### config.mk
export PLATFORM = sky130hd
export DESIGN_NAME = pacman_controller
export DESIGN_NICKNAME = d
export VERILOG_FILES = /design/src/rtl/pacman_pkg.sv /design/src/rtl/pacman_controller.sv /design/src/rtl/pacman_mover.sv /design/src/rtl/sprite_window.sv /design/src/rtl/tilt_decoder.sv
export VERILOG_INCLUDE_DIRS = /design/src /design/src/rtl
export SDC_FILE = /design/constraint.sdc
export NUM_CORES = 1
export LEC_CHECK = 0
export BUFFER_PORTS_ARGS = -buffer_cell sky130_fd_sc_hd__buf_2
export CAP_MARGIN = 0
export CORE_AREA = 4 4 98 82
export DETAILED_ROUTE_END_ITERATION = 10
export DIE_AREA = 0 0 102 86
export PLACE_DENSITY = 0.8
export SLEW_MARGIN = 20
export SYNTH_ARGS = -nofsm -noshare
export SYNTH_HDL_FRONTEND = slang
export SYNTH_SLANG_ARGS = --single-unit
### constraint.sdc
create_clock -name clk -period 3.5 [get_ports clk]
set_input_delay 0 -clock clk [delete_from_list [all_inputs] [get_ports clk]]
set_output_delay 0 -clock clk [all_outputs]
set_load 0.01 [all_outputs]
### src/rtl/pacman_config.svh
`ifndef PACMAN_CONFIG_SVH
`define PACMAN_CONFIG_SVH

// ==============================
// Board edges on the raster
// ==============================
`define H_BOARD_ON          200
`define H_BOARD_OFF         760

// ==============================
// Sprite size and start corner
// ==============================
`define H_SPRITE_SIZE       34
`define V_SPRITE_SIZE       34
`define H_START             463
`define V_START             500
`define TUNNEL_ROW_OFFSET   180     // Tunnel row sits this far above start
`define TILE_CENTER_OFFSET  17      // Corner to centre dot

// Flat yellow, RRRGGGBB
`define SPRITE_COLOUR       8'hfc

// Raster counter widths
`define H_WIDTH             11
`define V_WIDTH             10

`endif

### src/rtl/pacman_pkg.sv
`default_nettype none

`include "pacman_config.svh"

package pacman_pkg;

	// ==============================
	// Heading of the sprite
	// ==============================
	typedef enum logic [1:0]
	{
		HEAD_RIGHT,
		HEAD_LEFT,
		HEAD_DOWN,
		HEAD_UP
	} heading_t;

	// One flag per direction; used for tilt, limits and heading
	typedef struct packed
	{
		logic up;
		logic down;
		logic left;
		logic right;
	} dir_flags_t;

	// Sprite corner or centre position
	typedef struct packed
	{
		logic [`H_WIDTH-1:0] h;
		logic [`V_WIDTH-1:0] v;
	} sprite_pos_t;

	// Screen counters
	typedef struct packed
	{
		logic [`H_WIDTH-1:0] h;
		logic [`V_WIDTH-1:0] v;
	} raster_pos_t;

	typedef logic [7:0] pixel_t;   // 8-bit RGB

endpackage

`default_nettype wire

### src/rtl/pacman_controller.sv
`timescale 1ns/100ps
`default_nettype none

module pacman_controller
(
	input  wire                          clk,
	input  wire                          reset,
	input  wire [15:0]                   x_axis,
	input  wire [15:0]                   y_axis,
	input  wire                          pause,
	input  wire                          stall,
	input  wire                          hz_enable,
	input  wire                          pacman_dead,
	input  wire                          end_of_game,
	input  wire pacman_pkg::dir_flags_t  limits,
	input  wire pacman_pkg::raster_pos_t raster,
	output pacman_pkg::dir_flags_t       heading_onehot,
	output pacman_pkg::sprite_pos_t      tile_center,
	output logic                         pacman_en,
	output logic                         waka,
	output pacman_pkg::pixel_t           pacman_pixel
);

	import pacman_pkg::*;

	dir_flags_t  tilt;     // Registered tilt requests
	sprite_pos_t pos;      // Sprite corner

	// ==============================
	// Tilt, movement, raster window
	// ==============================
	tilt_decoder tilt_decoder_inst
	(
		.clk    (clk),
		.reset  (reset),
		.x_axis (x_axis),
		.y_axis (y_axis),
		.tilt   (tilt)
	);

	pacman_mover pacman_mover_inst
	(
		.clk            (clk),
		.reset          (reset),
		.hz_enable      (hz_enable),
		.pause          (pause),
		.stall          (stall),
		.pacman_dead    (pacman_dead),
		.end_of_game    (end_of_game),
		.tilt           (tilt),
		.limits         (limits),
		.pos            (pos),
		.tile_center    (tile_center),
		.heading_onehot (heading_onehot),
		.waka           (waka)
	);

	sprite_window sprite_window_inst
	(
		.raster       (raster),
		.pos          (pos),
		.end_of_game  (end_of_game),
		.pacman_en    (pacman_en),
		.pacman_pixel (pacman_pixel)
	);

endmodule

`default_nettype wire

### src/rtl/pacman_mover.sv
`timescale 1ns/100ps
`default_nettype none

`include "pacman_config.svh"

module pacman_mover
(
	input  wire                      clk,
	input  wire                      reset,
	input  wire                      hz_enable,       // Step strobe
	input  wire                      pause,           // User pause
	input  wire                      stall,           // System pause
	input  wire                      pacman_dead,
	input  wire                      end_of_game,
	input  wire pacman_pkg::dir_flags_t tilt,         // Requested turns
	input  wire pacman_pkg::dir_flags_t limits,       // 1 means open
	output pacman_pkg::sprite_pos_t  pos,
	output pacman_pkg::sprite_pos_t  tile_center,
	output pacman_pkg::dir_flags_t   heading_onehot,
	output logic                     waka
);

	import pacman_pkg::*;

	localparam int HW = `H_WIDTH;
	localparam int VW = `V_WIDTH;

	localparam logic [HW-1:0] H_START_POS  = HW'(`H_START);
	localparam logic [VW-1:0] V_START_POS  = VW'(`V_START);
	localparam logic [VW-1:0] V_TUNNEL     = VW'(`V_START - `TUNNEL_ROW_OFFSET);
	localparam logic [HW-1:0] H_WRAP_RIGHT = HW'(`H_BOARD_OFF - `H_SPRITE_SIZE);
	localparam logic [HW-1:0] H_WRAP_LEFT  = HW'(`H_BOARD_ON);
	localparam logic [HW-1:0] H_ENTER_LEFT = HW'(`H_BOARD_ON + 1);
	localparam logic [HW-1:0] H_ENTER_RIGHT = HW'(`H_BOARD_OFF - 1 - `H_SPRITE_SIZE);
	localparam logic [HW-1:0] H_TILE_OFF   = HW'(`TILE_CENTER_OFFSET);
	localparam logic [VW-1:0] V_TILE_OFF   = VW'(`TILE_CENTER_OFFSET);

	heading_t    heading;
	heading_t    next_heading;
	sprite_pos_t next_pos;
	dir_flags_t  turn_ok;          // Requests that are open and not the heading
	logic        moving;
	logic        step;

	assign step = hz_enable && !pause && !stall;

	// ==============================
	// Heading decode
	// ==============================
	always_comb
	begin
		heading_onehot = '0;
		case (heading)
			HEAD_RIGHT: heading_onehot.right = 1'b1;
			HEAD_LEFT:  heading_onehot.left  = 1'b1;
			HEAD_DOWN:  heading_onehot.down  = 1'b1;
			HEAD_UP:    heading_onehot.up    = 1'b1;
		endcase
	end

	assign turn_ok = tilt & limits & ~heading_onehot;
	assign moving  = (|turn_ok) || (|(limits & heading_onehot));
	assign waka    = moving;    // Mouth stops while blocked

	// Turn priority up, down, left, right
	always_comb
	begin
		next_heading = heading;
		if (turn_ok.up)
			next_heading = HEAD_UP;
		else if (turn_ok.down)
			next_heading = HEAD_DOWN;
		else if (turn_ok.left)
			next_heading = HEAD_LEFT;
		else if (turn_ok.right)
			next_heading = HEAD_RIGHT;
	end

	// One pixel along the new heading, tunnel on the side edges
	always_comb
	begin
		next_pos = pos;
		if (moving)
		begin
			case (next_heading)
				HEAD_UP:   next_pos.v = pos.v - 1'b1;
				HEAD_DOWN: next_pos.v = pos.v + 1'b1;
				HEAD_LEFT:
				begin
					if (pos.h == H_WRAP_LEFT)
					begin
						next_pos.h = H_ENTER_RIGHT;
						next_pos.v = V_TUNNEL;
					end
					else
						next_pos.h = pos.h - 1'b1;
				end
				HEAD_RIGHT:
				begin
					if (pos.h == H_WRAP_RIGHT)
					begin
						next_pos.h = H_ENTER_LEFT;
						next_pos.v = V_TUNNEL;
					end
					else
						next_pos.h = pos.h + 1'b1;
				end
			endcase
		end
	end

	// ==============================
	// State registers
	// ==============================
	always_ff @(posedge clk or posedge reset)
	begin
		if (reset)
		begin
			heading <= HEAD_RIGHT;
			pos.h   <= H_START_POS;
			pos.v   <= V_START_POS;
		end
		else if (pacman_dead || end_of_game)  // Back to start, wins over a step
		begin
			heading <= HEAD_RIGHT;
			pos.h   <= H_START_POS;
			pos.v   <= V_START_POS;
		end
		else if (step)
		begin
			heading <= next_heading;
			pos     <= next_pos;
		end
	end

	assign tile_center.h = pos.h + H_TILE_OFF;
	assign tile_center.v = pos.v + V_TILE_OFF;

endmodule

`default_nettype wire

### src/rtl/sprite_window.sv
`timescale 1ns/100ps
`default_nettype none

`include "pacman_config.svh"

module sprite_window
(
	input  wire pacman_pkg::raster_pos_t raster,     // Screen counters
	input  wire pacman_pkg::sprite_pos_t pos,        // Sprite corner
	input  wire                          end_of_game,
	output logic                         pacman_en,
	output pacman_pkg::pixel_t           pacman_pixel
);

	localparam int HW = `H_WIDTH;
	localparam int VW = `V_WIDTH;

	localparam logic [HW-1:0] H_SIZE = HW'(`H_SPRITE_SIZE);
	localparam logic [VW-1:0] V_SIZE = VW'(`V_SPRITE_SIZE);

	logic [HW-1:0] h_far;      // Far edge, exclusive
	logic [VW-1:0] v_far;
	logic          h_inside;
	logic          v_inside;

	assign h_far = pos.h + H_SIZE;
	assign v_far = pos.v + V_SIZE;

	// Strict on both sides
	assign h_inside  = (raster.h > pos.h) && (raster.h < h_far);
	assign v_inside  = (raster.v > pos.v) && (raster.v < v_far);
	assign pacman_en = h_inside && v_inside;

	// Blank once the game is over
	assign pacman_pixel = (pacman_en && !end_of_game) ? `SPRITE_COLOUR : 8'h00;

endmodule

`default_nettype wire

### src/rtl/tilt_decoder.sv
`timescale 1ns/100ps
`default_nettype none

module tilt_decoder
(
	input  wire                     clk,
	input  wire                     reset,
	input  wire [15:0]              x_axis,    // Accelerometer x sample
	input  wire [15:0]              y_axis,    // Accelerometer y sample
	output pacman_pkg::dir_flags_t  tilt
);

	logic x_active;
	logic y_active;

	// Axis counts as tilted on a large enough magnitude nibble
	function automatic logic axis_active(input logic [15:0] axis);
		return (axis[11:8] == 4'h1) || (axis[7:4] > 4'h4);
	endfunction

	assign x_active = axis_active(x_axis);
	assign y_active = axis_active(y_axis);

	// ==============================
	// Registered requests
	// ==============================
	// Sign nibble picks one side, so each pair never rises together
	always_ff @(posedge clk or posedge reset)
	begin
		if (reset)
		begin
			tilt <= '0;
		end
		else
		begin
			tilt.up    <= x_active && (x_axis[15:12] == 4'h0);
			tilt.down  <= x_active && (x_axis[15:12] != 4'h0);
			tilt.right <= y_active && (y_axis[15:12] == 4'hf);
			tilt.left  <= y_active && (y_axis[15:12] != 4'hf);
		end
	end

endmodule

`default_nettype wire

==> results of run 1 <==
area by class of cell:
type	instances	area [um^2]
Sequential cell	27	694
Multi-Input combinational cell	375	2860
Clock buffer	3	41.3
Inverter	34	128
Tap cell	90	113
Timing Repair Buffer	108	613
Fill cell	629	2690
Clock inverter	1	7.51
routing by layer:
layer,wire (um),track usage,up-vias
met2,4460,0.382,180
met4,149,0.0405,0
met1,4500,0.328,1742
li1,-,-,1873
met5,0,0,-
met3,845,0.0236,20
path summary, 6_finish.rpt:
kind	end	slack, ps	cells past startpoint
max in group asynchronous	pacman_mover_inst.pos[17]	2560	4
min in group asynchronous	tilt_decoder_inst.tilt[2]	250	3
min reg2reg	pacman_mover_inst.pos[5]	550	2
max	pacman_pixel[2]	280	13
max reg2reg	pacman_mover_inst.pos[9]	350	11
min	tilt_decoder_inst.tilt[2]	50	3
where the power goes:
| group | leakage, nW | internal [mW] | total [mW] | switching, mW |
|---|---|---|---|---|
| Combinational | 1.79 | 0.145 | 0.336 | 0.191 |
| Sequential | 0.322 | 0.320 | 0.330 | 0.00990 |
| Clock | 0.0217 | 0.0813 | 0.196 | 0.115 |
logic make-up (layout without fill, tap and decap cells):
kind of cell,after synthesis,in the layout,synth area share
AO/OA/AOI/OAI,120,120,0.233
XOR/XNOR,40,40,0.0922
adder cells (fa/ha/maj),58,58,0.193
buffers and inverters,59,146,0.0734
flip-flops,27,27,0.182
multiplexers,7,7,0.0184
other,1,2,0.000987
AND/OR/NAND/NOR,148,148,0.207
state kept, by name (all words and copies together), names as in the netlist:
name / cells
pacman_mover_inst.heading: 2
pacman_mover_inst.pos: 21
tilt_decoder_inst.tilt: 4
worst min-delay path, delay by kind of cell:
| kind | cells | cell delay, ps |
|---|---|---|
| and+or+nand+nor | 2 | 230 |
| buffers and inverters | 1 | 80 |
layout by cell type, fill, tap and decap left out, types with 7 or more instances in the layout:
cell,netlist,routed
sky130_fd_sc_hd__buf_2,7,88
sky130_fd_sc_hd__ha_1,57,55
sky130_fd_sc_hd__xnor2_1,34,34
sky130_fd_sc_hd__inv_1,34,34
sky130_fd_sc_hd__nor2_1,33,33
sky130_fd_sc_hd__nand2_1,31,30
sky130_fd_sc_hd__a21oi_1,21,21
sky130_fd_sc_hd__nand3_1,19,19
sky130_fd_sc_hd__o21ai_0,17,17
sky130_fd_sc_hd__nand4_1,15,15
sky130_fd_sc_hd__dfstp_2,13,13
sky130_fd_sc_hd__dfrtp_1,14,12
sky130_fd_sc_hd__buf_4,9,11
sky130_fd_sc_hd__dlygate4sd3_1,0,9
sky130_fd_sc_hd__and3_1,8,8
sky130_fd_sc_hd__a21o_1,8,8
sky130_fd_sc_hd__mux2i_1,7,7
sky130_fd_sc_hd__a31oi_1,7,7
timing repair:
item / 4_1_cts / 5_1_grt
gates resized for setup: 1 / 10
hold buffers: 9 / 0
buffers inserted: 0 / 6
endpoints found under the hold margin: 9 / 0
endpoints found under the setup margin: 6 / 9
==> results.rst, run 1 <==
.. list-table::
   :header-rows: 1

   * - Metric
     - Value
   * - Core Footprint
     - 7150 um^2
   * - Global-route usage over all layers
     - 0.230
   * - Top_reg_cell synth
     - sky130_fd_sc_hd__dfrtp_1
   * - Total routed wirelength
     - 9960 um
   * - Highest achievable clock rate
     - 310 MHz
   * - DRC
     - 0
   * - Period utilization
     - 0.921
   * - Crit-path leading delay family
     - simple AND/OR/NAND/NOR gates
   * - Transition at the pin with the smallest max-transition slack
     - 903 ps
   * - Post-Place Cells
     - just over 600
   * - Clock tree buffer depth
     - 2
   * - Detail-routed via count per cell
     - around 6
   * - Mapped Area
     - between 3000 and 4000 um^2
   * - TritonCTS clock tree
     - yes
   * - Horizontal die dimension
     - 102 um
   * - Number of buffers inserted during clock tree synthesis
     - 3
   * - Post-Layout Inst Area
     - 4460 um^2
   * - Highest cell delay on the worst timing path
     - between 500 and 600 ps
   * - Top post-synthesis cells by count
     - sky130_fd_sc_hd__ha_1 (57), sky130_fd_sc_hd__inv_1 (34), sky130_fd_sc_hd__xnor2_1 (34), sky130_fd_sc_hd__nor2_1 (33), sky130_fd_sc_hd__nand2_1 (31)
   * - Residual overflow from global routing
     - 0
   * - Share of layout cells above drive strength 1
     - 0.259
   * - Share of the yosys chip area belonging to registers
     - 0.182
   * - RSZ-0062 raised after global routing
     - false
   * - Sinks on the clock net
     - 27
   * - Number of synthesized flops with an enable pin
     - 0
   * - Number of top-level pins
     - 99
   * - Tot Pwr
     - 0.862 mW
   * - Die Footprint
     - roughly 9000 um^2
   * - Placed standard-cell area
     - between 4000 and 5000 um^2
   * - Worst Path Max Fanout
     - 6
   * - Vias in the first global route
     - approximately 3800
   * - Worst Path Required
     - around 3500 ps
   * - Worst path setup slack after routing
     - 278 ps
   * - Cell type with the highest aggregate area in the netlist
     - sky130_fd_sc_hd__ha_1
   * - Min-delay worst type
     - primary input to register
   * - Pwr/cell area
     - 193 nW/um^2
   * - Period minus WS final
     - roughly 3200 ps
   * - Clock Skews
     - 7.37 ps
   * - Core occupancy in the finished layout
     - 0.624
   * - Vias
     - roughly 3800
   * - HPWL after detailed placement
     - 7860 um
   * - Arrival time at the worst endpoint
     - 3220 ps
   * - Antenna violations before repair
     - 0
   * - Final slew viol count
     - 0
   * - Critical path class
     - register to primary output
   * - Count of input and output buffers
     - 88
   * - Num rows
     - 28
   * - Remaining number of nets flagged by the antenna check after routing
     - 0
   * - Timing startpoint of the critical path
     - pacman_mover_inst.pos[2]
   * - Area contributors post-synth
     - sky130_fd_sc_hd__ha_1 (19%), sky130_fd_sc_hd__dfrtp_1 (9.2%), sky130_fd_sc_hd__dfstp_2 (9.0%), sky130_fd_sc_hd__xnor2_1 (7.8%), sky130_fd_sc_hd__inv_1 (3.4%)
   * - Final number of hold-violating endpoints
     - 0
   * - Cell with the largest stage delay on the worst path
     - sky130_fd_sc_hd__dfstp_2
   * - Outcome
     - finished, final reports clean
   * - Global-route wire length before repair
     - ~17000 um
   * - Clock latency on the worst-skew pair
     - between 200 and 300 ps
   * - Crit path launch type
     - register
   * - Most used standard cell by instance count after synthesis
     - sky130_fd_sc_hd__ha_1
   * - Per-cell routed wire length
     - between 15 and 20 um
   * - Final cell count without fillers
     - roughly 640
   * - First-pass DRT Iterations
     - 5
   * - Pin count of the biggest net entering global routing
     - 19
   * - #FFs+latches synth
     - 27
   * - Count of endpoints failing setup in the final report
     - 0
   * - Clock root buffer master
     - sky130_fd_sc_hd__clkbuf_8
   * - Count of distinct cell types in the synthesized netlist
     - between 70 and 80
   * - Relative slew margins
     - 0.397
   * - Most used cell, CP
     - sky130_fd_sc_hd__nand4_1
   * - Leakage Power
     - about 2.1 nW
   * - CTS HTree Levels
     - 1
   * - Final net count
     - roughly 670
   * - Ant diodes
     - 0
   * - Nature of the critical path endpoint
     - primary output
   * - Post-Place Worst Slack
     - 221 ps
   * - Height of the chip
     - 86 um
   * - Crit Reg-Reg Startpoint
     - pacman_mover_inst.heading[0]
   * - Count of routing violations after the opening detailed-route iteration
     - ~270
   * - Number of warnings printed during yosys synthesis
     - 0
   * - Series of cell instances along the critical path
     - ha_2 > and3_1 > or2_2 > nand4_1 > xnor2_1 > ha_1 > nand2_1 > o21ai_0 > a2111oi_2 > nand4_1 > a221o_1 > nor3_4 > buf_2
   * - Crit path buf inv count
     - 1
   * - Cells after Synth
     - 460
   * - Area added between synthesis and finish
     - 17.4%
   * - Maximum capacitance violations
     - 0
   * - VDD IR max
     - 0.157 mV
   * - Fraction of registers with async set/reset
     - 1.00
   * - Synthesized area divided by synthesized cell count
     - approximately 8.3 um^2
   * - Clock transition at the registers of the reported paths
     - roughly 110 ps
   * - Summed negative setup slack over all endpoints
     - 0 ps
   * - Yosys top cell area share
     - 0.188
   * - Start point of the worst hold path
     - x_axis[15]
   * - Hold slack
     - 48.7 ps
   * - Effective utilization at floorplan
     - 0.532
   * - Final weighted congestion in routability-driven placement
     - 0.908
No activity file was read; power rests on OpenSTA's default activity.
==> run 2, diff against run 1 <==
PLACE_DENSITY = 0.81   (was 0.8)
==> run 2 against run 1 <==
Effect of this change: maximum frequency shrank 0.47%; power is 1.7% lower; register-to-register slack got worse by 80 ps; via count shrank 0.29%; largest power group unchanged; highest routed layer unchanged.
==> results.rst, run 2 (synthesis gave the netlist of run 1 again) <==
.. list-table::
   :header-rows: 1

   * - Metric
     - Value
   * - Pin count of the biggest net entering global routing
     - 24
   * - Ant diodes
     - 0
   * - Global-route wire length before repair
     - 16300 um
   * - Relative slew margins
     - 0.412
   * - Leading cell type in the layout, fill and taps excluded
     - sky130_fd_sc_hd__buf_2
   * - Period utilization
     - 0.925
   * - Arrival time at the worst endpoint
     - 3240 ps
   * - Clock transition at the registers of the reported paths
     - 100 ps
   * - Post-Place Worst Slack
     - about 190 ps
   * - HPWL after detailed placement
     - roughly 7800 um
   * - Setup slack, reg-to-reg
     - 270 ps
   * - VDD IR max
     - 0.155 mV
   * - Global-route usage over all layers
     - 0.225
   * - Final slew viol count
     - 0
   * - Post-Place Cells
     - 620
   * - Hold slack
     - around 48 ps
   * - Registers with the most flip-flops
     - pacman_mover_inst.pos: 21 flops, tilt_decoder_inst.tilt: 4 flops, pacman_mover_inst.heading: 2 flops
   * - Cell with the largest stage delay on the worst path
     - sky130_fd_sc_hd__dfstp_2
   * - Horizontal die dimension
     - 102 um
   * - Register containing the most flip-flops in the final layout
     - pacman_mover_inst.pos
   * - Leakage Power
     - about 2.1 nW
   * - Worst Path Required
     - 3500 ps
   * - Die Footprint
     - roughly 9000 um^2
   * - Highest cell delay on the worst timing path
     - approximately 560 ps
   * - Highest achievable clock rate
     - 309 MHz
   * - Crit path launch type
     - register
   * - Worst path setup slack after routing
     - between 200 and 300 ps
   * - Share of layout cells above drive strength 1
     - 0.254
   * - Residual overflow from global routing
     - 0
   * - Area added between synthesis and finish
     - 17.1%
   * - Final net count
     - 670
   * - First-pass DRT Iterations
     - 5
   * - Vias in the first global route
     - 3677
   * - Count of input and output buffers
     - around 90
   * - Crit-path leading delay family
     - simple AND/OR/NAND/NOR gates
   * - Transition at the pin with the smallest max-transition slack
     - 880 ps
   * - Per-cell routed wire length
     - around 15 um
   * - Flip-flop count of the largest register after layout
     - 21
   * - Antenna violations before repair
     - 0
   * - Height of the chip
     - 86 um
   * - Detail-routed via count per cell
     - around 6
   * - Final weighted congestion in routability-driven placement
     - 0.899
   * - Placed standard-cell area
     - ~4200 um^2
   * - Sinks on the clock net
     - 27
   * - Final number of hold-violating endpoints
     - 0
   * - Pwr/cell area
     - 191 nW/um^2
   * - Number of top-level pins
     - 99
   * - Effective utilization at floorplan
     - 0.532
   * - Total routed wirelength
     - around 9800 um
   * - Remaining number of nets flagged by the antenna check after routing
     - 0
   * - Nature of the critical path endpoint
     - primary output
   * - Period minus WS final
     - around 3200 ps
   * - Critical path class
     - register to primary output
   * - Min-delay worst type
     - primary input to register
   * - Layout filler cell count
     - between 600 and 700
   * - Clock root buffer master
     - sky130_fd_sc_hd__clkbuf_8
   * - DRC
     - 0
   * - Number of buffers inserted during clock tree synthesis
     - 3
   * - Clock tree buffer depth
     - 2
   * - Vias
     - roughly 3800
   * - Final cell count without fillers
     - ~640
   * - Clock Skews
     - between 2 and 2.5 ps
   * - Clock latency on the worst-skew pair
     - 280 ps
   * - Count of endpoints failing setup in the final report
     - 0
   * - Num rows
     - 28
   * - Count of routing violations after the opening detailed-route iteration
     - 360
   * - Highest-count cells in the layout ignoring fill and taps
     - sky130_fd_sc_hd__buf_2 (88), sky130_fd_sc_hd__ha_1 (55), sky130_fd_sc_hd__xnor2_1 (34), sky130_fd_sc_hd__inv_1 (34), sky130_fd_sc_hd__nor2_1 (33)
   * - Outcome
     - finished, final reports clean
   * - Maximum capacitance violations
     - 0
   * - Series of cell instances along the critical path
     - ha_2 > and3_1 > or2_2 > nand4_1 > xnor2_1 > ha_1 > nand2_1 > o21ai_0 > a2111oi_2 > nand4_1 > a221o_1 > nor3_4 > buf_2
   * - TritonCTS clock tree
     - yes
   * - Most used cell, CP
     - sky130_fd_sc_hd__nand4_1
   * - Crit path buf inv count
     - 1
   * - Post-Layout Inst Area
     - around 4400 um^2
   * - Worst Path Max Fanout
     - 6
   * - CTS HTree Levels
     - 1
   * - Core Footprint
     - ~7100 um^2
-- run 2: cell types whose count changed in the layout (fill, tap and decap cells not counted), sizes merged --
cell | before | now
buf | 99 | 98
-- run 2: final cells by class --
| class | count | area (um^2) | area share |
|---|---|---|---|
| multi-input combinational | 375 | 2860 | 0.643 |
| sequential | 27 | 693 | 0.156 |
| timing repair buffer | 107 | 606 | 0.136 |
| inverter | 34 | 128 | 0.0287 |
| tap | 90 | 113 | 0.0253 |
| clock buffer | 3 | 41.3 | 0.00928 |
| clock inverter | 1 | 7.51 | 0.00169 |
-- run 2: worst paths after layout --
check / startpoint / to / cells after the start
min in group asynchronous: reset / tilt_decoder_inst.tilt[3] / 3
worst min register to register: pacman_mover_inst.pos[5] / pacman_mover_inst.pos[5] / 2
max in group asynchronous: reset / pacman_mover_inst.pos[7] / 4
worst max register to register: tilt_decoder_inst.tilt[1] / pacman_mover_inst.pos[8] / 11
worst max-delay path: pacman_mover_inst.pos[2] / pacman_pixel[7] / 13
worst min-delay path: x_axis[13] / tilt_decoder_inst.tilt[2] / 3
-- run 2: timing repair --
| action | in CTS | in global routing |
|---|---|---|
| resized for setup | 1 | 8 |
| setup buffers | 0 | 4 |
| pin swaps | 0 | 1 |
| hold endpoints to repair | 18 | 0 |
| hold buffers | 9 | 0 |
| endpoints found under the setup margin | 6 | 9 |
-- run 2: where the power goes --
group	internal (mW)	total (mW)	switching, mW	leakage [nW]
registers	0.320	0.329	0.00935	0.323
clock network	0.0810	0.185	0.104	0.0217
logic	0.145	0.333	0.189	1.78
total	0.546	0.848	0.302	2.13
-- run 2: worst min-delay path, stage by stage --
cell	delay, ps
sky130_fd_sc_hd__buf_2	70
sky130_fd_sc_hd__or4_1	100
sky130_fd_sc_hd__nor2b_1	110
-- run 2: metrics by stage --
stage | utilization | TNS (ps) | total power, mW
floorplan | - | 0 | 0.556
global placement | 0.595 | 0 | 0.641
detailed placement | 0.595 | 0 | 0.652
CTS | 0.615 | 0 | 0.844
global route | 0.623 | -61.3 | 0.908
finish | 0.623 | 0 | 0.848
-- run 2: per-layer routing --
metal / track usage / routed length, um / vias to the layer above
li1: - / - / 1866
met1: 0.311 / 4540 / 1747
met2: 0.371 / 4410 / 177
met3: 0.0301 / 760 / 14
met4: 0.0536 / 128 / 0
met5: 0 / 0 / -
==> run 3, diff against run 2 <==
RECOVER_POWER = 100   (was unset)
==> run 3 against run 2 <==
Effect of this change: critical path depth unchanged; cell area is 1.3% lower; first-iteration DRC count grew 14%; non-clock buffer count unchanged.
==> results.rst, run 3 (synthesis gave the netlist of run 1 again) <==
.. list-table::
   :header-rows: 1

   * - Metric
     - Value
   * - Outcome
     - finished, final reports clean
   * - Effective utilization at floorplan
     - 0.532
   * - Worst path setup slack after routing
     - about 250 ps
   * - Global-route wire length before repair
     - 16300 um
   * - Placed standard-cell area
     - 4250 um^2
   * - Number of buffers inserted during clock tree synthesis
     - 3
   * - Vias in the first global route
     - around 3700
   * - Height of the chip
     - between 80 and 90 um
   * - DRC
     - 0
   * - Crit-path leading delay family
     - simple AND/OR/NAND/NOR gates
   * - Pwr/cell area
     - just under 200 nW/um^2
   * - TritonCTS clock tree
     - yes
   * - Worst Path Required
     - ~3500 ps
   * - Crit path buf inv count
     - 1
   * - Final number of hold-violating endpoints
     - 0
   * - CTS HTree Levels
     - 1
   * - Die Footprint
     - between 8000 and 9000 um^2
   * - Highest achievable clock rate
     - between 300 and 400 MHz
   * - Period minus WS final
     - 3250 ps
   * - Hold slack
     - about 43 ps
   * - Sequential cell area in the final layout
     - roughly 690 um^2
   * - VDD IR max
     - roughly 0.15 mV
   * - Remaining number of nets flagged by the antenna check after routing
     - 0
   * - Routed wire length on met2
     - ~4400 um
   * - Vias
     - 3804
   * - Global-route usage over all layers
     - 0.225
   * - Arrival time at the worst endpoint
     - roughly 3300 ps
   * - Per-cell routed wire length
     - 15.5 um
   * - Registers with the most flip-flops
     - pacman_mover_inst.pos: 21 flops, tilt_decoder_inst.tilt: 4 flops, pacman_mover_inst.heading: 2 flops
   * - Final weighted congestion in routability-driven placement
     - around 0.90
   * - Detail-routed via count per cell
     - approximately 6
   * - Count of endpoints failing setup in the final report
     - 0
   * - Leading cell type in the layout, fill and taps excluded
     - sky130_fd_sc_hd__buf_2
   * - Post-Layout Inst Area
     - 4390 um^2
   * - Final net count
     - 670
   * - Critical path class
     - register to primary output
   * - Horizontal die dimension
     - ~100 um
   * - Share of layout cells above drive strength 1
     - 0.205
   * - Count of input and output buffers
     - slightly below 90
   * - Top Layer Used
     - met4
   * - Area added between synthesis and finish
     - 15.6%
   * - Total routed wirelength
     - a little under 10000 um
   * - Clock transition at the registers of the reported paths
     - 100 ps
   * - Core Footprint
     - 7150 um^2
   * - Crit path launch type
     - register
   * - Met1 Routed Length
     - 4660 um
   * - Transition at the pin with the smallest max-transition slack
     - ~1200 ps
   * - Antenna violations before repair
     - 0
   * - Nature of the critical path endpoint
     - primary output
   * - Count of routing violations after the opening detailed-route iteration
     - 410
   * - Clock latency on the worst-skew pair
     - 280 ps
   * - Sinks on the clock net
     - 27
   * - HPWL after detailed placement
     - around 7800 um
   * - Register containing the most flip-flops in the final layout
     - pacman_mover_inst.pos
   * - Worst Path Max Fanout
     - 6
   * - Flip-flop count of the largest register after layout
     - 21
   * - Ant diodes
     - 0
   * - Relative slew margins
     - 0.172
   * - Period utilization
     - 0.929
   * - Num rows
     - 28
   * - Layout filler cell count
     - approximately 640
   * - Number of top-level pins
     - 99
   * - Highest-count cells in the layout ignoring fill and taps
     - sky130_fd_sc_hd__buf_2 (66), sky130_fd_sc_hd__ha_1 (55), sky130_fd_sc_hd__xnor2_1 (34), sky130_fd_sc_hd__inv_1 (34), sky130_fd_sc_hd__nor2_1 (33)
   * - Highest cell delay on the worst timing path
     - between 500 and 600 ps
   * - Cell with the largest stage delay on the worst path
     - sky130_fd_sc_hd__dfstp_2
   * - Maximum capacitance violations
     - 0
   * - Residual overflow from global routing
     - 0
   * - Post-Place Worst Slack
     - roughly 190 ps
   * - Min-delay worst type
     - primary input to register
   * - Series of cell instances along the critical path
     - ha_2 > and3_1 > nor2_1 > nor3_2 > xnor2_1 > ha_1 > nand3_1 > o311ai_0 > nor3_1 > nand4_1 > a221o_1 > nor3_4 > clkbuf_1
   * - Area used by multi-input combinational logic
     - 2840 um^2
   * - Clock root buffer master
     - sky130_fd_sc_hd__clkbuf_8
   * - Detail Route met3 WL
     - between 600 and 700 um
   * - First-pass DRT Iterations
     - 5
   * - Clock Skews
     - between 2 and 3 ps
   * - Clock tree buffer depth
     - 2
   * - Leakage Power
     - just over 2 nW
   * - Final slew viol count
     - 0
   * - Pin count of the biggest net entering global routing
     - 24
run 3: final timing paths:
path | from | to | slack, ps | depth (start not counted)
worst min-delay path | x_axis[13] | tilt_decoder_inst.tilt[2] | 40 | 3
worst min register to register | pacman_mover_inst.pos[5] | pacman_mover_inst.pos[5] | 550 | 2
min in group asynchronous | reset | tilt_decoder_inst.tilt[3] | 140 | 3
max in group asynchronous | reset | pacman_mover_inst.heading[1] | 1880 | 4
worst max register to register | pacman_mover_inst.heading[0] | pacman_mover_inst.pos[8] | 270 | 10
worst max-delay path | pacman_mover_inst.pos[11] | pacman_pixel[4] | 250 | 13
run 3: cell type report:
type	count	area share
well taps	90	0.0256
flip-flops and latches	27	0.158
repair buffers	107	0.130
clock buffers	3	0.00940
clock inverters	1	0.00171
inverters	34	0.0291
multi-input cells	375	0.646
run 3: stage by stage:
stage / utilization / power [mW] / TNS (ps) / std cells
5_1_grt: 0.614 / 0.902 / -92.4 / 637
2_1_floorplan: - / 0.556 / 0 / 461
3_3_place_gp: 0.595 / 0.641 / 0 / 620
3_5_place_dp: 0.595 / 0.652 / 0 / 620
6_report: 0.614 / 0.846 / 0 / 637
4_1_cts: 0.615 / 0.844 / 0 / 633
run 3: worst reg2reg max path, stage by stage, from the launching register on:
cell and delay (ps):
sky130_fd_sc_hd__dfrtp_1 380, sky130_fd_sc_hd__clkbuf_1 400, sky130_fd_sc_hd__a32o_1 380, sky130_fd_sc_hd__nand2_2 220
sky130_fd_sc_hd__ha_1 410, sky130_fd_sc_hd__a21o_1 130, sky130_fd_sc_hd__a21oi_1 90, sky130_fd_sc_hd__o21ai_0 350
sky130_fd_sc_hd__a211oi_1 140, sky130_fd_sc_hd__a2111oi_0 520, sky130_fd_sc_hd__mux2i_1 140
run 3: power by group:
group	internal (mW)	leakage [nW]	switching, mW
sequential	0.320	0.322	0.00918
combinational	0.140	1.69	0.188
clock	0.0811	0.0217	0.107
total	0.541	2.04	0.305
run 3: layer usage:
metal,track usage,vias to the layer above
met2,0.371,155
met5,0,-
met4,0.0536,0
li1,-,1860
met1,0.311,1770
met3,0.0301,19
run 3: what timing repair did:
action / 4_1_cts / 5_1_grt
hold buffers: 9 / 0
setup buffers: 0 / 4
endpoints found under the setup margin: 6 / 9
pin swaps: 0 / 1
resized for setup: 1 / 8
endpoints found under the hold margin: 18 / 0
